**src/hdl/backend_config.svh**
```systemverilog
`ifndef BACKEND_CONFIG_SVH
`define BACKEND_CONFIG_SVH

`define XLEN 32

`define DMEM_AW 8

`define EXIT_PC 32'hffffff00

`define SP_RESET 32'h00002000

`endif

```
**src/hdl/backend_pkg.sv**
```systemverilog
package backend_pkg;

    typedef enum logic [3:0] {
        WB_ALU   = 4'd0,
        WB_MEMB  = 4'd1,
        WB_MEMBU = 4'd2,
        WB_MEMH  = 4'd3,
        WB_MEMHU = 4'd4,
        WB_MEMW  = 4'd5,
        WB_PC    = 4'd6,
        WB_CSR   = 4'd7
    } wb_sel_e;

    typedef enum logic [1:0] {
        ARB_IDLE = 2'd0,
        ARB_READ = 2'd1,
        ARB_ACK  = 2'd2
    } arb_state_e;

    // LD_DONE also covers a non-load that is being handed to writeback
    typedef enum logic [1:0] {
        LD_EMPTY = 2'd0,
        LD_HOLD  = 2'd1,
        LD_REQ   = 2'd2,
        LD_DONE  = 2'd3
    } load_state_e;

endpackage

```
**src/hdl/writeback_stage.sv**
```systemverilog
`include "backend_config.svh"

module writeback_stage (
    input  logic                 clk,
    input  logic                 arst_n_i,
    input  logic                 mw_valid_i,
    input  logic [`XLEN-1:0]     mw_pc_i,
    input  logic [4:0]           mw_rd_i,
    input  logic                 mw_rf_wen_i,
    input  backend_pkg::wb_sel_e mw_wb_sel_i,
    input  logic [`XLEN-1:0]     mw_alu_out_i,
    input  logic [`XLEN-1:0]     mw_csr_rdata_i,
    input  logic [`XLEN-1:0]     mw_mem_rdata_i,
    output logic                 rf_we_o,
    output logic [4:0]           rf_waddr_o,
    output logic [`XLEN-1:0]     rf_wdata_o,
    output logic [`XLEN-1:0]     retire_count_o,
    output logic                 exit_o
);

    // Sub-word loads use the low part of the word whatever the byte offset
    always_comb begin
        case (mw_wb_sel_i)
            backend_pkg::WB_MEMB:  rf_wdata_o = {{24{mw_mem_rdata_i[7]}}, mw_mem_rdata_i[7:0]};
            backend_pkg::WB_MEMBU: rf_wdata_o = {24'b0, mw_mem_rdata_i[7:0]};
            backend_pkg::WB_MEMH:  rf_wdata_o = {{16{mw_mem_rdata_i[15]}}, mw_mem_rdata_i[15:0]};
            backend_pkg::WB_MEMHU: rf_wdata_o = {16'b0, mw_mem_rdata_i[15:0]};
            backend_pkg::WB_MEMW:  rf_wdata_o = mw_mem_rdata_i;
            backend_pkg::WB_PC:    rf_wdata_o = mw_pc_i + 32'd4;
            backend_pkg::WB_CSR:   rf_wdata_o = mw_csr_rdata_i;
            default:               rf_wdata_o = mw_alu_out_i;
        endcase
    end

    assign rf_we_o    = mw_valid_i && mw_rf_wen_i;
    assign rf_waddr_o = mw_rd_i;

    always_ff @(posedge clk or negedge arst_n_i) begin
        if (!arst_n_i) begin
            retire_count_o <= '0;
            exit_o         <= 1'b0;
        end else if (mw_valid_i) begin
            retire_count_o <= retire_count_o + 1'b1;
            if (mw_pc_i == `EXIT_PC) begin
                exit_o <= 1'b1;   // Sticky until reset
            end
        end
    end

endmodule

```
**config.mk**
```make
export PLATFORM = sky130hd
export DESIGN_NAME = writeback_stage
export DESIGN_NICKNAME = d
export VERILOG_FILES = /design/src/hdl/backend_pkg.sv /design/src/hdl/writeback_stage.sv
export VERILOG_INCLUDE_DIRS = /design/src /design/src/hdl
export SDC_FILE = /design/constraint.sdc
export NUM_CORES = 1
export LEC_CHECK = 0
export BUFFER_PORTS_ARGS = -buffer_cell sky130_fd_sc_hd__buf_2
export CAP_MARGIN = 30
export CORE_ASPECT_RATIO = 1.75
export CORE_MARGIN = 4
export CORE_UTILIZATION = 40
export DETAILED_ROUTE_END_ITERATION = 10
export PLACE_DENSITY = 0.79
export SYNTH_ARGS = -nofsm -noshare
export SYNTH_HDL_FRONTEND = slang
export SYNTH_SLANG_ARGS = --single-unit
```
**constraint.sdc**
```tcl
create_clock -name clk -period 1.83 [get_ports clk]
set_clock_uncertainty 0.15 [all_clocks]
set_input_delay 0.0915 -clock clk [delete_from_list [all_inputs] [get_ports clk]]
set_output_delay 0.0915 -clock clk [all_outputs]
set_load 0.02 [all_outputs]
```
==> results of run 1 <==
-- where the power goes --
part	internal [W]	total [W]	switching, W
logic	0.000536	0.00120	0.000669
registers	0.000804	0.000876	0.0000727
clock network	0.000575	0.000870	0.000294
-- cell usage after synthesis, types with 4 or more instances --
cell,n,area share (%)
sky130_fd_sc_hd__nand4_1,32,6.0
sky130_fd_sc_hd__nand3b_1,4,0.90
sky130_fd_sc_hd__and3_1,10,1.9
sky130_fd_sc_hd__nor2_1,50,5.6
sky130_fd_sc_hd__a21oi_1,6,0.90
sky130_fd_sc_hd__a221oi_1,8,2.1
sky130_fd_sc_hd__dfrtp_1,33,25
sky130_fd_sc_hd__a31oi_1,8,1.5
sky130_fd_sc_hd__inv_1,6,0.67
sky130_fd_sc_hd__clkbuf_1,15,1.7
sky130_fd_sc_hd__nor4_1,9,1.7
sky130_fd_sc_hd__xor2_1,16,4.2
sky130_fd_sc_hd__o211ai_1,9,2.0
sky130_fd_sc_hd__a22oi_1,5,1.1
sky130_fd_sc_hd__nand2_1,45,5.1
sky130_fd_sc_hd__o22ai_1,16,3.0
sky130_fd_sc_hd__buf_4,8,1.8
sky130_fd_sc_hd__or4_1,5,1.1
sky130_fd_sc_hd__xnor2_1,23,6.0
sky130_fd_sc_hd__mux2i_1,16,4.8
sky130_fd_sc_hd__nor3_1,14,2.1
sky130_fd_sc_hd__and4_1,8,2.1
sky130_fd_sc_hd__nand2b_1,5,0.94
sky130_fd_sc_hd__nand3_1,38,5.7
-- path summary, 6_finish.rpt --
path                               startpoint  cells past startpoint  slack [ps]                 end
max in group asynchronous            arst_n_i                      2         810   retire_count_o[0]
hold / removal                     mw_pc_i[0]                      4         0.2              exit_o
min in group asynchronous            arst_n_i                      2         260  retire_count_o[18]
hold reg to reg            retire_count_o[31]                      1         320  retire_count_o[31]
setup / recovery                   mw_pc_i[2]                      7        -210      rf_wdata_o[20]
setup reg to reg           retire_count_o[10]                      4         120  retire_count_o[30]
-- through the flow --
stage,instance area (um^2),hold WS (ps),utilization (%),setup slack (ps),std cells
after floorplan,3440,-354,-,-109,437
after global placement,4770,33.1,59.5,-299,748
after detailed placement,4770,26.9,59.5,-334,748
after CTS,5040,11.6,62.9,-266,760
after global routing,5240,33.0,65.4,-256,765
final,5240,0.165,65.4,-212,765
-- layout make-up --
cell class | instances | area, um^2 | share of cell area, %
clock buffers | 7 | 153 | 2.91
clock inverters | 1 | 5.00 | 0.0954
inverters | 6 | 22.5 | 0.429
multi-input cells | 367 | 2560 | 48.7
flip-flops and latches | 33 | 826 | 15.7
well taps | 90 | 113 | 2.15
repair buffers | 261 | 1570 | 29.9
-- what timing repair did --
action,in CTS,in global routing
hold buffers,2,0
buffers inserted,2,4
gates cloned,0,1
endpoints found under the hold margin,34,0
resized for setup,21,33
pin swaps,6,7
endpoints found under the setup margin,21,27
-- flip-flops by register name, summed over array words and instances (netlist names) --
register,count
exit_o,1
retire_count_o,32
-- per-layer routing --
layer  part of all wire (%)  global-route usage [%]
met1                     34                    26.6
met4                    4.6                    12.9
met3                    7.7                    5.81
met2                     53                    49.0
met5                  0.094                       0
-- cell families (layout without fill, tap and decap cells) --
| family | Yosys count | after routing | synth area share (%) |
|---|---|---|---|
| and+or+nand+nor | 239 | 239 | 38.0 |
| xor gates and xnor gates | 39 | 39 | 10.2 |
| muxes | 17 | 17 | 5.13 |
| adders and majority gates | 3 | 3 | 1.12 |
| DFF | 33 | 33 | 24.7 |
| buffers and inverters | 37 | 275 | 5.96 |
| AOI/OAI and AO/OA | 69 | 69 | 14.8 |
-- worst min-delay path: stages --
cell	delay, ps
sky130_fd_sc_hd__buf_2	90
sky130_fd_sc_hd__nor3_1	50
sky130_fd_sc_hd__nand4_1	80
sky130_fd_sc_hd__o21bai_1	60
==> flow_results.xml, run 1 <==
<?xml version="1.0" encoding="UTF-8"?>
<metrics>
  <group name="pwr">
    <metric name="power.leakage" unit="nW">2.55</metric>
    <metric name="pwr_cell_area" unit="nW/um^2">563</metric>
    <metric name="power.ir.vdd_worst" unit="uV">935</metric>
    <metric name="p_total" unit="W">0.00295</metric>
  </group>
  <group name="min_path">
    <metric name="timing.hold.worst.class" unit="">in2reg</metric>
  </group>
  <group name="route">
    <metric name="route.detailed.wl_per_inst" unit="um">18.0</metric>
    <metric name="drc_markers" unit="">0</metric>
    <metric name="detail_route.vias_per_cell" unit="">5.96</metric>
    <metric name="vias" unit="">4560</metric>
    <metric name="antenna_left" unit="">0</metric>
    <metric name="drtPass1Iterations" unit="">5</metric>
    <metric name="first_iter_violations" unit="">296</metric>
    <metric name="total_wirelength" unit="um">13800</metric>
  </group>
  <group name="worst_setup_path">
    <metric name="cpMostUsedCell" unit="">sky130_fd_sc_hd__or4_4</metric>
    <metric name="max_stage_delay" unit="ps">560</metric>
    <metric name="critical_path.endpoint_type" unit="">output port</metric>
    <metric name="cp.arrival" unit="ps">1800</metric>
    <metric name="timing_worst_setup_path_type" unit="">in2out</metric>
    <metric name="critPathSlowestCell" unit="">sky130_fd_sc_hd__or4_4</metric>
    <metric name="crit_path_cell_trace" unit="">buf_8, ha_4, nand4_4, or4_4, or4_4, a31oi_4, buf_6</metric>
    <metric name="crit_family" unit="">simple AND/OR/NAND/NOR gates</metric>
    <metric name="path_max_fanout" unit="">7</metric>
    <metric name="critPathLaunchType" unit="">primary input</metric>
    <metric name="crit_required" unit="ps">1590</metric>
    <metric name="count_of_buffering_cells_on_the_critical_path_with_inverters_included" unit="">2</metric>
  </group>
  <group name="synth">
    <metric name="ys_types" unit="">55</metric>
    <metric name="synth_seq_cells" unit="">33</metric>
    <metric name="synth-edff-count" unit="">0</metric>
    <metric name="dominantRegCellSynth" unit="">sky130_fd_sc_hd__dfrtp_1</metric>
    <metric name="synthArstFlopShare" unit="%">100</metric>
    <metric name="mappedNetlistArea" unit="um^2">3340</metric>
    <metric name="post_synthesis_sequential_area_ratio" unit="%">24.7</metric>
    <metric name="synth-warning-count" unit="">0</metric>
    <metric name="syn_nets" unit="">581</metric>
    <metric name="synthesis.area_per_instance" unit="um^2">7.64</metric>
    <metric name="synth_cells" unit="">437</metric>
  </group>
  <group name="timing">
    <metric name="max_slew_margin" unit="%">52.5</metric>
    <metric name="setup-tns-final" unit="ps">-982</metric>
    <metric name="slew_violations" unit="">0</metric>
    <metric name="final.period_utilization" unit="%">112</metric>
    <metric name="layout_setup_ws" unit="ps">-212</metric>
    <metric name="finalHoldViolations" unit="">0</metric>
    <metric name="unrepaired_setup_endpoints_after_global_routing" unit="">yes</metric>
    <metric name="final_period_minus_worst_setup_slack" unit="ps">2040</metric>
    <metric name="fmax" unit="MHz">490</metric>
    <metric name="setup_viol_count_final" unit="">6</metric>
    <metric name="worst_pin_slew" unit="ps">713</metric>
  </group>
  <group name="die">
    <metric name="placeableCoreArea" unit="um^2">8020</metric>
    <metric name="chipHeight" unit="um">129</metric>
    <metric name="initial_core_util" unit="%">41.7</metric>
    <metric name="die_footprint" unit="um^2">9930</metric>
    <metric name="fp-row-count" unit="">43</metric>
    <metric name="fp.dieW" unit="um">77.1</metric>
    <metric name="boundaryPins" unit="">212</metric>
  </group>
  <group name="run_status">
    <metric name="outcome" unit="">finished with violations</metric>
    <metric name="violations" unit="">setup timing</metric>
  </group>
  <group name="layout">
    <metric name="final.fill_count" unit="">701</metric>
    <metric name="post_route_cells_drive_above_1_share" unit="%">46.4</metric>
    <metric name="commonest_non_fill_non_tap_cell_in_the_layout" unit="">sky130_fd_sc_hd__buf_2</metric>
    <metric name="layout.nets" unit="">818</metric>
    <metric name="antenna-diode-count" unit="">0</metric>
    <metric name="synthToLayoutAreaGrowth" unit="%">57.0</metric>
    <metric name="layout.cells.most_common_list" unit="">sky130_fd_sc_hd__buf_2, sky130_fd_sc_hd__buf_4, sky130_fd_sc_hd__nor2_1, sky130_fd_sc_hd__nand2_1, sky130_fd_sc_hd__dfrtp_1</metric>
  </group>
  <group name="grt">
    <metric name="grt_antenna_before_repair" unit="">1</metric>
    <metric name="grt_pass1_vias" unit="">4589</metric>
    <metric name="grt_max_degree" unit="">34</metric>
    <metric name="grtUsageTotal" unit="%">25.9</metric>
    <metric name="grt_overflow_total" unit="">0</metric>
    <metric name="grt_pass1_wl" unit="um">21200</metric>
  </group>
  <group name="cts">
    <metric name="buffer_type_at_the_clock_tree_root" unit="">sky130_fd_sc_hd__clkbuf_16</metric>
    <metric name="ctsHtreeMaxLevel" unit="">2</metric>
    <metric name="max-clock-path-buffers" unit="">2</metric>
    <metric name="clock_sinks" unit="">33</metric>
    <metric name="cts_tree" unit="">done</metric>
    <metric name="cts-buffers-inserted" unit="">5</metric>
    <metric name="clock_latency_on_the_worst_skew_pair" unit="ps">270</metric>
    <metric name="clkSlewWorstSetupHoldPaths" unit="ps">50</metric>
  </group>
  <group name="place">
    <metric name="dp_hpwl" unit="um">10700</metric>
    <metric name="portBuffers" unit="">201</metric>
    <metric name="gpl.final_weighted_congestion" unit="">0.917</metric>
  </group>
  <group name="run">
    <metric name="drv_cap" unit="">0</metric>
  </group>
</metrics>
No activity file was read; power rests on OpenSTA's default activity.
==> inputs of run 2 (changes only) <==
--- a/config.mk
+++ b/config.mk
@@ -6,11 +6,12 @@
 export SDC_FILE = /design/constraint.sdc
 export NUM_CORES = 1
 export LEC_CHECK = 0
+export ABC_AREA = 1
 export BUFFER_PORTS_ARGS = -buffer_cell sky130_fd_sc_hd__buf_2
 export CAP_MARGIN = 30
 export CORE_ASPECT_RATIO = 1.75
 export CORE_MARGIN = 4
-export CORE_UTILIZATION = 40
+export CORE_UTILIZATION = 42
 export DETAILED_ROUTE_END_ITERATION = 10
 export PLACE_DENSITY = 0.79
 export SYNTH_ARGS = -nofsm -noshare
==> flow_results.xml, run 2 <==
<?xml version="1.0" encoding="UTF-8"?>
<metrics>
  <group name="grt">
    <metric name="grtUsageTotal" unit="%">25.5</metric>
    <metric name="grt_pass1_wl" unit="um">22000</metric>
    <metric name="grt_overflow_total" unit="">0</metric>
    <metric name="grt_max_degree" unit="">34</metric>
    <metric name="grt_pass1_vias" unit="">4846</metric>
    <metric name="grt_antenna_before_repair" unit="">0</metric>
  </group>
  <group name="min_path">
    <metric name="timing.hold.worst_endpoint" unit="">retire_count_o[1]</metric>
    <metric name="timing.hold.worst.start" unit="">mw_valid_i</metric>
    <metric name="hold_path_depth" unit="">4</metric>
    <metric name="timing.hold.worst.class" unit="">in2reg</metric>
  </group>
  <group name="pwr">
    <metric name="power.leakage" unit="nW">2.82</metric>
    <metric name="power.ir.vdd_worst" unit="uV">427</metric>
    <metric name="p_total" unit="W">0.00318</metric>
    <metric name="pwr_cell_area" unit="nW/um^2">592</metric>
  </group>
  <group name="layout">
    <metric name="final_area" unit="um^2">5370</metric>
    <metric name="largest_reg_flops" unit="">32</metric>
    <metric name="largest_register" unit="">retire_count_o</metric>
    <metric name="layout.cells.most_common_list" unit="">sky130_fd_sc_hd__nand2_1, sky130_fd_sc_hd__buf_2, sky130_fd_sc_hd__nor2_1, sky130_fd_sc_hd__nand3_1, sky130_fd_sc_hd__inv_1</metric>
    <metric name="post_route_cells_drive_above_1_share" unit="%">30.2</metric>
    <metric name="synthToLayoutAreaGrowth" unit="%">38.5</metric>
    <metric name="final.fill_count" unit="">938</metric>
    <metric name="layout.area.seq" unit="um^2">826</metric>
    <metric name="commonest_non_fill_non_tap_cell_in_the_layout" unit="">sky130_fd_sc_hd__nand2_1</metric>
    <metric name="layout.nets" unit="">1053</metric>
    <metric name="antenna-diode-count" unit="">0</metric>
    <metric name="multi_input_comb_area" unit="um^2">2770</metric>
    <metric name="top_registers" unit="">retire_count_o (32), exit_o (1)</metric>
  </group>
  <group name="place">
    <metric name="dp_hpwl" unit="um">12000</metric>
    <metric name="placed_cell_area" unit="um^2">5110</metric>
    <metric name="portBuffers" unit="">201</metric>
    <metric name="gpl.final_weighted_congestion" unit="">0.980</metric>
    <metric name="worst_slack_at_placement" unit="ps">34.3</metric>
  </group>
  <group name="route">
    <metric name="drc_markers" unit="">0</metric>
    <metric name="antenna_left" unit="">0</metric>
    <metric name="detail_route.vias_per_cell" unit="">5.06</metric>
    <metric name="vias" unit="">5207</metric>
    <metric name="drtPass1Iterations" unit="">4</metric>
    <metric name="total_wirelength" unit="um">14200</metric>
    <metric name="route.detailed.wl_per_inst" unit="um">13.8</metric>
    <metric name="first_iter_violations" unit="">214</metric>
  </group>
  <group name="synth">
    <metric name="synth-warning-count" unit="">0</metric>
    <metric name="synth_most_common_cell" unit="">sky130_fd_sc_hd__nand2_1</metric>
    <metric name="synth_seq_cells" unit="">33</metric>
    <metric name="ys_types" unit="">33</metric>
    <metric name="syn_nets" unit="">839</metric>
    <metric name="synthesis.area_per_instance" unit="um^2">5.58</metric>
    <metric name="mappedNetlistArea" unit="um^2">3880</metric>
    <metric name="synthArstFlopShare" unit="%">100</metric>
    <metric name="dominantRegCellSynth" unit="">sky130_fd_sc_hd__dfrtp_1</metric>
    <metric name="synth_top_cell_area_share" unit="%">24.4</metric>
    <metric name="synth.area.top_cells" unit="">sky130_fd_sc_hd__nand2_1, sky130_fd_sc_hd__dfrtp_1, sky130_fd_sc_hd__nor2_1</metric>
    <metric name="synth-edff-count" unit="">0</metric>
    <metric name="synth_cells" unit="">695</metric>
    <metric name="post_synthesis_sequential_area_ratio" unit="%">21.3</metric>
    <metric name="yosys-top-cells-count" unit="">sky130_fd_sc_hd__nand2_1, sky130_fd_sc_hd__nor2_1, sky130_fd_sc_hd__nand3_1, sky130_fd_sc_hd__inv_1, sky130_fd_sc_hd__dfrtp_1</metric>
    <metric name="synth.largest_area_cell" unit="">sky130_fd_sc_hd__nand2_1</metric>
  </group>
  <group name="cts">
    <metric name="ctsHtreeMaxLevel" unit="">2</metric>
    <metric name="clock_sinks" unit="">33</metric>
    <metric name="buffer_type_at_the_clock_tree_root" unit="">sky130_fd_sc_hd__clkbuf_16</metric>
    <metric name="max-clock-path-buffers" unit="">2</metric>
    <metric name="cts-buffers-inserted" unit="">5</metric>
    <metric name="clkSlewWorstSetupHoldPaths" unit="ps">50</metric>
    <metric name="clock_latency_on_the_worst_skew_pair" unit="ps">280</metric>
    <metric name="cts_tree" unit="">done</metric>
  </group>
  <group name="die">
    <metric name="placeableCoreArea" unit="um^2">9040</metric>
    <metric name="initial_core_util" unit="%">42.9</metric>
    <metric name="fp.dieW" unit="um">80.6</metric>
    <metric name="boundaryPins" unit="">212</metric>
    <metric name="fp-row-count" unit="">46</metric>
    <metric name="die_footprint" unit="um^2">10900</metric>
    <metric name="chipHeight" unit="um">135</metric>
  </group>
  <group name="timing">
    <metric name="slew_violations" unit="">0</metric>
    <metric name="final_period_minus_worst_setup_slack" unit="ps">1730</metric>
    <metric name="holdWs" unit="ps">-7.13</metric>
    <metric name="fmax" unit="MHz">577</metric>
    <metric name="setup-tns-final" unit="ps">0</metric>
    <metric name="setup_viol_count_final" unit="">0</metric>
    <metric name="layout_setup_ws" unit="ps">98.4</metric>
    <metric name="finalHoldViolations" unit="">1</metric>
    <metric name="final.period_utilization" unit="%">94.6</metric>
    <metric name="max_slew_margin" unit="%">51.2</metric>
    <metric name="worst_pin_slew" unit="ps">733</metric>
  </group>
  <group name="worst_setup_path">
    <metric name="critical_path.endpoint_type" unit="">flop</metric>
    <metric name="path_max_fanout" unit="">5</metric>
    <metric name="critPathLaunchType" unit="">flop</metric>
    <metric name="setup.reg_to_reg.worst_slack" unit="ps">100</metric>
    <metric name="regToRegStartpoint" unit="">retire_count_o[0]</metric>
    <metric name="crit_required" unit="ps">1850</metric>
    <metric name="reg2regPathDepth" unit="">8</metric>
    <metric name="timing_worst_setup_path_type" unit="">reg2reg</metric>
    <metric name="worstReg2RegEnd" unit="">retire_count_o[22]</metric>
    <metric name="cp.arrival" unit="ps">1750</metric>
  </group>
  <group name="run">
    <metric name="drv_cap" unit="">0</metric>
  </group>
  <group name="run_status">
    <metric name="violations" unit="">hold timing</metric>
    <metric name="outcome" unit="">finished with violations</metric>
  </group>
</metrics>
## run 2: changes by cell type in the layout (fill, tap and decap cells not counted), moves of 24 or more
cell	change
sky130_fd_sc_hd__inv_1	+53
sky130_fd_sc_hd__buf_4	-34
sky130_fd_sc_hd__a21oi_1	+25
sky130_fd_sc_hd__nand2_1	+203
sky130_fd_sc_hd__nor2_1	+76
sky130_fd_sc_hd__nand3_1	+43
sky130_fd_sc_hd__nand4_1	-24
## run 2: routing by layer
layer	wire length, um	global-route usage (%)	share of wire (%)
met5	0	0	0
met4	773	13.6	5.5
met3	804	3.27	5.7
met2	7870	50.6	56
met1	4720	24.2	33
## run 2: how the worst max path moves through the flow
stage                           start            endpoint  slack [ps]  depth (start not counted)
floorplan           retire_count_o[0]  retire_count_o[20]          40                         10
global placement           mw_pc_i[2]      rf_wdata_o[28]          70                         11
detailed placement  retire_count_o[0]  retire_count_o[22]          30                          8
CTS                 retire_count_o[0]  retire_count_o[22]          30                          8
global route        retire_count_o[0]  retire_count_o[19]         -40                          7
finish              retire_count_o[0]  retire_count_o[22]         100                          8
## run 2: timing repair
action	4_1_cts	5_1_grt
hold endpoints to repair	33	0
endpoints found under the setup margin	0	22
setup buffers	0	0
hold buffers	1	0
resized for setup	0	20
## run 2: critical path: stages (launching register included)
cell                      delay [ps]
sky130_fd_sc_hd__dfrtp_1         440
sky130_fd_sc_hd__ha_4            170
sky130_fd_sc_hd__inv_1            80
sky130_fd_sc_hd__nor2_4          140
sky130_fd_sc_hd__nand2_2         110
sky130_fd_sc_hd__nor3_4          290
sky130_fd_sc_hd__nand3_1         110
sky130_fd_sc_hd__nand2_1          80
sky130_fd_sc_hd__nand2_1          50
## run 2: cell families after synthesis
logic type,share of synthesized area (%)
compound gates,7.10
xor+xnor,4.29
simple gates,56.9
fa+ha+maj,0.968
flops,21.3
buf+inv,9.42
## run 2: cell type report
| type | instances | share of cell area (%) |
|---|---|---|
| clock inverter | 2 | 0.699 |
| multi-input combinational | 578 | 51.5 |
| timing repair buffer | 226 | 22.5 |
| sequential | 33 | 15.4 |
| clock buffer | 6 | 2.58 |
| inverter | 65 | 4.59 |
| tap | 120 | 2.79 |
## run 2: per-stage QoR
step	hold WS (ps)	instances	utilization [%]
finish	-7.13	1030	59.5
global route	28.3	1030	59.5
CTS	1.14	1030	58.6
detailed placement	33.1	1021	56.5
global placement	33.1	1021	56.5
floorplan	-354	695	-
## run 2: where the power goes
group / switching (W) / internal, W
registers: 0.000113 / 0.000820
clock network: 0.000300 / 0.000678
logic: 0.000785 / 0.000487
==> inputs of run 3 (changes only) <==
--- a/config.mk
+++ b/config.mk
@@ -10,10 +10,11 @@
 export BUFFER_PORTS_ARGS = -buffer_cell sky130_fd_sc_hd__buf_2
 export CAP_MARGIN = 30
 export CORE_ASPECT_RATIO = 1.75
-export CORE_MARGIN = 4
+export CORE_MARGIN = 8
 export CORE_UTILIZATION = 42
 export DETAILED_ROUTE_END_ITERATION = 10
 export PLACE_DENSITY = 0.79
+export SLEW_MARGIN = 0
 export SYNTH_ARGS = -nofsm -noshare
 export SYNTH_HDL_FRONTEND = slang
 export SYNTH_SLANG_ARGS = --single-unit
==> flow_results.xml, run 3 (synthesized netlist as in run 2, its figures left out) <==
<?xml version="1.0" encoding="UTF-8"?>
<metrics>
  <group name="timing">
    <metric name="final_period_minus_worst_setup_slack" unit="ps">1760</metric>
    <metric name="finalHoldViolations" unit="">0</metric>
    <metric name="slew_violations" unit="">0</metric>
    <metric name="final.period_utilization" unit="%">96.0</metric>
    <metric name="unrepaired_setup_endpoints_after_global_routing" unit="">yes</metric>
    <metric name="fmax" unit="MHz">569</metric>
    <metric name="setup_viol_count_final" unit="">0</metric>
    <metric name="worst_pin_slew" unit="ps">732</metric>
    <metric name="max_slew_margin" unit="%">51.2</metric>
  </group>
  <group name="place">
    <metric name="gpl.final_weighted_congestion" unit="">0.959</metric>
    <metric name="placed_cell_area" unit="um^2">5080</metric>
    <metric name="placed_cells" unit="">1018</metric>
    <metric name="portBuffers" unit="">201</metric>
    <metric name="dp_hpwl" unit="um">12800</metric>
  </group>
  <group name="cts">
    <metric name="cts-buffers-inserted" unit="">5</metric>
    <metric name="clkSlewWorstSetupHoldPaths" unit="ps">60</metric>
    <metric name="max-clock-path-buffers" unit="">2</metric>
    <metric name="ctsHtreeMaxLevel" unit="">2</metric>
    <metric name="cts_setup_buffers" unit="">0</metric>
    <metric name="cts_tree" unit="">done</metric>
    <metric name="clock_sinks" unit="">33</metric>
    <metric name="buffer_type_at_the_clock_tree_root" unit="">sky130_fd_sc_hd__clkbuf_16</metric>
    <metric name="clock_latency_on_the_worst_skew_pair" unit="ps">280</metric>
  </group>
  <group name="grt">
    <metric name="grt_pass1_vias" unit="">5178</metric>
    <metric name="grt_antenna_before_repair" unit="">0</metric>
    <metric name="grt_overflow_total" unit="">0</metric>
    <metric name="grt_pass1_wl" unit="um">23400</metric>
    <metric name="grtUsageTotal" unit="%">23.3</metric>
    <metric name="grt_max_degree" unit="">34</metric>
  </group>
  <group name="die">
    <metric name="placeableCoreArea" unit="um^2">9040</metric>
    <metric name="die_footprint" unit="um^2">12700</metric>
    <metric name="initial_core_util" unit="%">42.9</metric>
    <metric name="fp-row-count" unit="">46</metric>
    <metric name="chipHeight" unit="um">143</metric>
    <metric name="fp.dieW" unit="um">88.6</metric>
    <metric name="boundaryPins" unit="">212</metric>
  </group>
  <group name="worst_setup_path">
    <metric name="critPathLaunchType" unit="">flop</metric>
    <metric name="setup.reg_to_reg.worst_slack" unit="ps">70</metric>
    <metric name="crit_required" unit="ps">1860</metric>
    <metric name="critical_path.endpoint_type" unit="">flop</metric>
    <metric name="timing_worst_setup_path_type" unit="">reg2reg</metric>
    <metric name="path_max_fanout" unit="">4</metric>
    <metric name="cp.arrival" unit="ps">1780</metric>
  </group>
  <group name="run_status">
    <metric name="outcome" unit="">finished, final reports clean</metric>
  </group>
  <group name="pwr">
    <metric name="p_total" unit="W">0.00313</metric>
    <metric name="pwr_cell_area" unit="nW/um^2">588</metric>
    <metric name="power.leakage" unit="nW">2.81</metric>
    <metric name="power.ir.vdd_worst" unit="uV">382</metric>
  </group>
  <group name="layout">
    <metric name="post_route_cells_drive_above_1_share" unit="%">29.4</metric>
    <metric name="largest_reg_flops" unit="">32</metric>
    <metric name="largest_register" unit="">retire_count_o</metric>
    <metric name="synthToLayoutAreaGrowth" unit="%">37.1</metric>
    <metric name="commonest_non_fill_non_tap_cell_in_the_layout" unit="">sky130_fd_sc_hd__nand2_1</metric>
    <metric name="layout.nets" unit="">1052</metric>
    <metric name="layout.cells.most_common_list" unit="">sky130_fd_sc_hd__nand2_1, sky130_fd_sc_hd__buf_2, sky130_fd_sc_hd__nor2_1, sky130_fd_sc_hd__nand3_1, sky130_fd_sc_hd__inv_1</metric>
    <metric name="non_filler_instance_count_after_layout" unit="">1029</metric>
    <metric name="final_area" unit="um^2">5320</metric>
    <metric name="antenna-diode-count" unit="">0</metric>
    <metric name="top_registers" unit="">retire_count_o (32), exit_o (1)</metric>
  </group>
  <group name="run">
    <metric name="drv_cap" unit="">0</metric>
  </group>
  <group name="min_path">
    <metric name="timing.hold.worst.class" unit="">in2reg</metric>
  </group>
  <group name="route">
    <metric name="antenna_left" unit="">0</metric>
    <metric name="total_wirelength" unit="um">15100</metric>
    <metric name="detail_route.vias_per_cell" unit="">5.09</metric>
    <metric name="first_iter_violations" unit="">229</metric>
    <metric name="drtPass1Iterations" unit="">5</metric>
    <metric name="vias" unit="">5233</metric>
    <metric name="drc_markers" unit="">0</metric>
    <metric name="route.detailed.wl_per_inst" unit="um">14.7</metric>
  </group>
</metrics>
## run 3: changes by cell type in the layout (fill, tap and decap cells not counted), moves of 2 or more
cell	previous run	this run
sky130_fd_sc_hd__dlygate4sd3_1	1	3
sky130_fd_sc_hd__nor2_2	5	7
sky130_fd_sc_hd__nor2_4	11	8
sky130_fd_sc_hd__nand2_2	8	5
sky130_fd_sc_hd__buf_4	23	20
sky130_fd_sc_hd__nand2_1	248	251
## run 3: stage by stage
stage / hold slack (ps) / utilization [%] / worst slack, ps / setup TNS, ps
floorplan: -354 / - / 40.9 / 0
global placement: 33.1 / 56.3 / 92.9 / 0
detailed placement: 33.1 / 56.3 / 47.1 / 0
CTS: 15.7 / 58.5 / 45.0 / 0
global route: 23.3 / 58.9 / -21.1 / -29.0
finish: 9.32 / 58.9 / 73.1 / 0
## run 3: layer usage
layer | vias up | part of all wire (%) | GRT usage (%)
met5 | - | 0 | 0
met4 | 0 | 5.6 | 14.3
met3 | 58 | 6.5 | 4.09
met2 | 229 | 55 | 44.5
met1 | 2310 | 33 | 21.4
li1 | 2636 | - | -
## run 3: cell type report
type,instances,area (um^2)
Multi-Input combinational cell,578,2720
Timing Repair Buffer,225,1210
Inverter,65,245
Tap cell,120,150
Clock inverter,3,46.3
Sequential cell,33,826
Clock buffer,5,125
Fill cell,933,3720
## run 3: final timing paths
path / start / to / depth (start not counted)
max reg2reg: retire_count_o[0] / retire_count_o[24] / 10
min: mw_pc_i[4] / exit_o / 4
min reg2reg: exit_o / exit_o / 2
min in group asynchronous: arst_n_i / retire_count_o[9] / 2
max in group asynchronous: arst_n_i / retire_count_o[30] / 2
max: retire_count_o[0] / retire_count_o[24] / 10
## run 3: repair_timing
item | CTS | global route
resized for setup | 0 | 9
endpoints found under the hold margin | 36 | 0
hold buffers | 3 | 0
endpoints found under the setup margin | 0 | 17
## run 3: power breakdown
part | switching, W | internal [W] | leakage (nW) | total [W]
logic | 0.000784 | 0.000457 | 2.29 | 0.00124
clock network | 0.000318 | 0.000643 | 0.0800 | 0.000961
registers | 0.000104 | 0.000820 | 0.434 | 0.000924
total | 0.00121 | 0.00192 | 2.81 | 0.00313
## run 3: critical path, stage by stage (launching register included)
cell and delay [ps]:
sky130_fd_sc_hd__dfrtp_1 400, sky130_fd_sc_hd__ha_1 210, sky130_fd_sc_hd__inv_1 100, sky130_fd_sc_hd__nor2_4 140, sky130_fd_sc_hd__nand2_1 70, sky130_fd_sc_hd__nor2_1 180
sky130_fd_sc_hd__nand2_2 110, sky130_fd_sc_hd__nor2_1 100, sky130_fd_sc_hd__nand2_1 70, sky130_fd_sc_hd__nand2_1 90, sky130_fd_sc_hd__inv_1 40
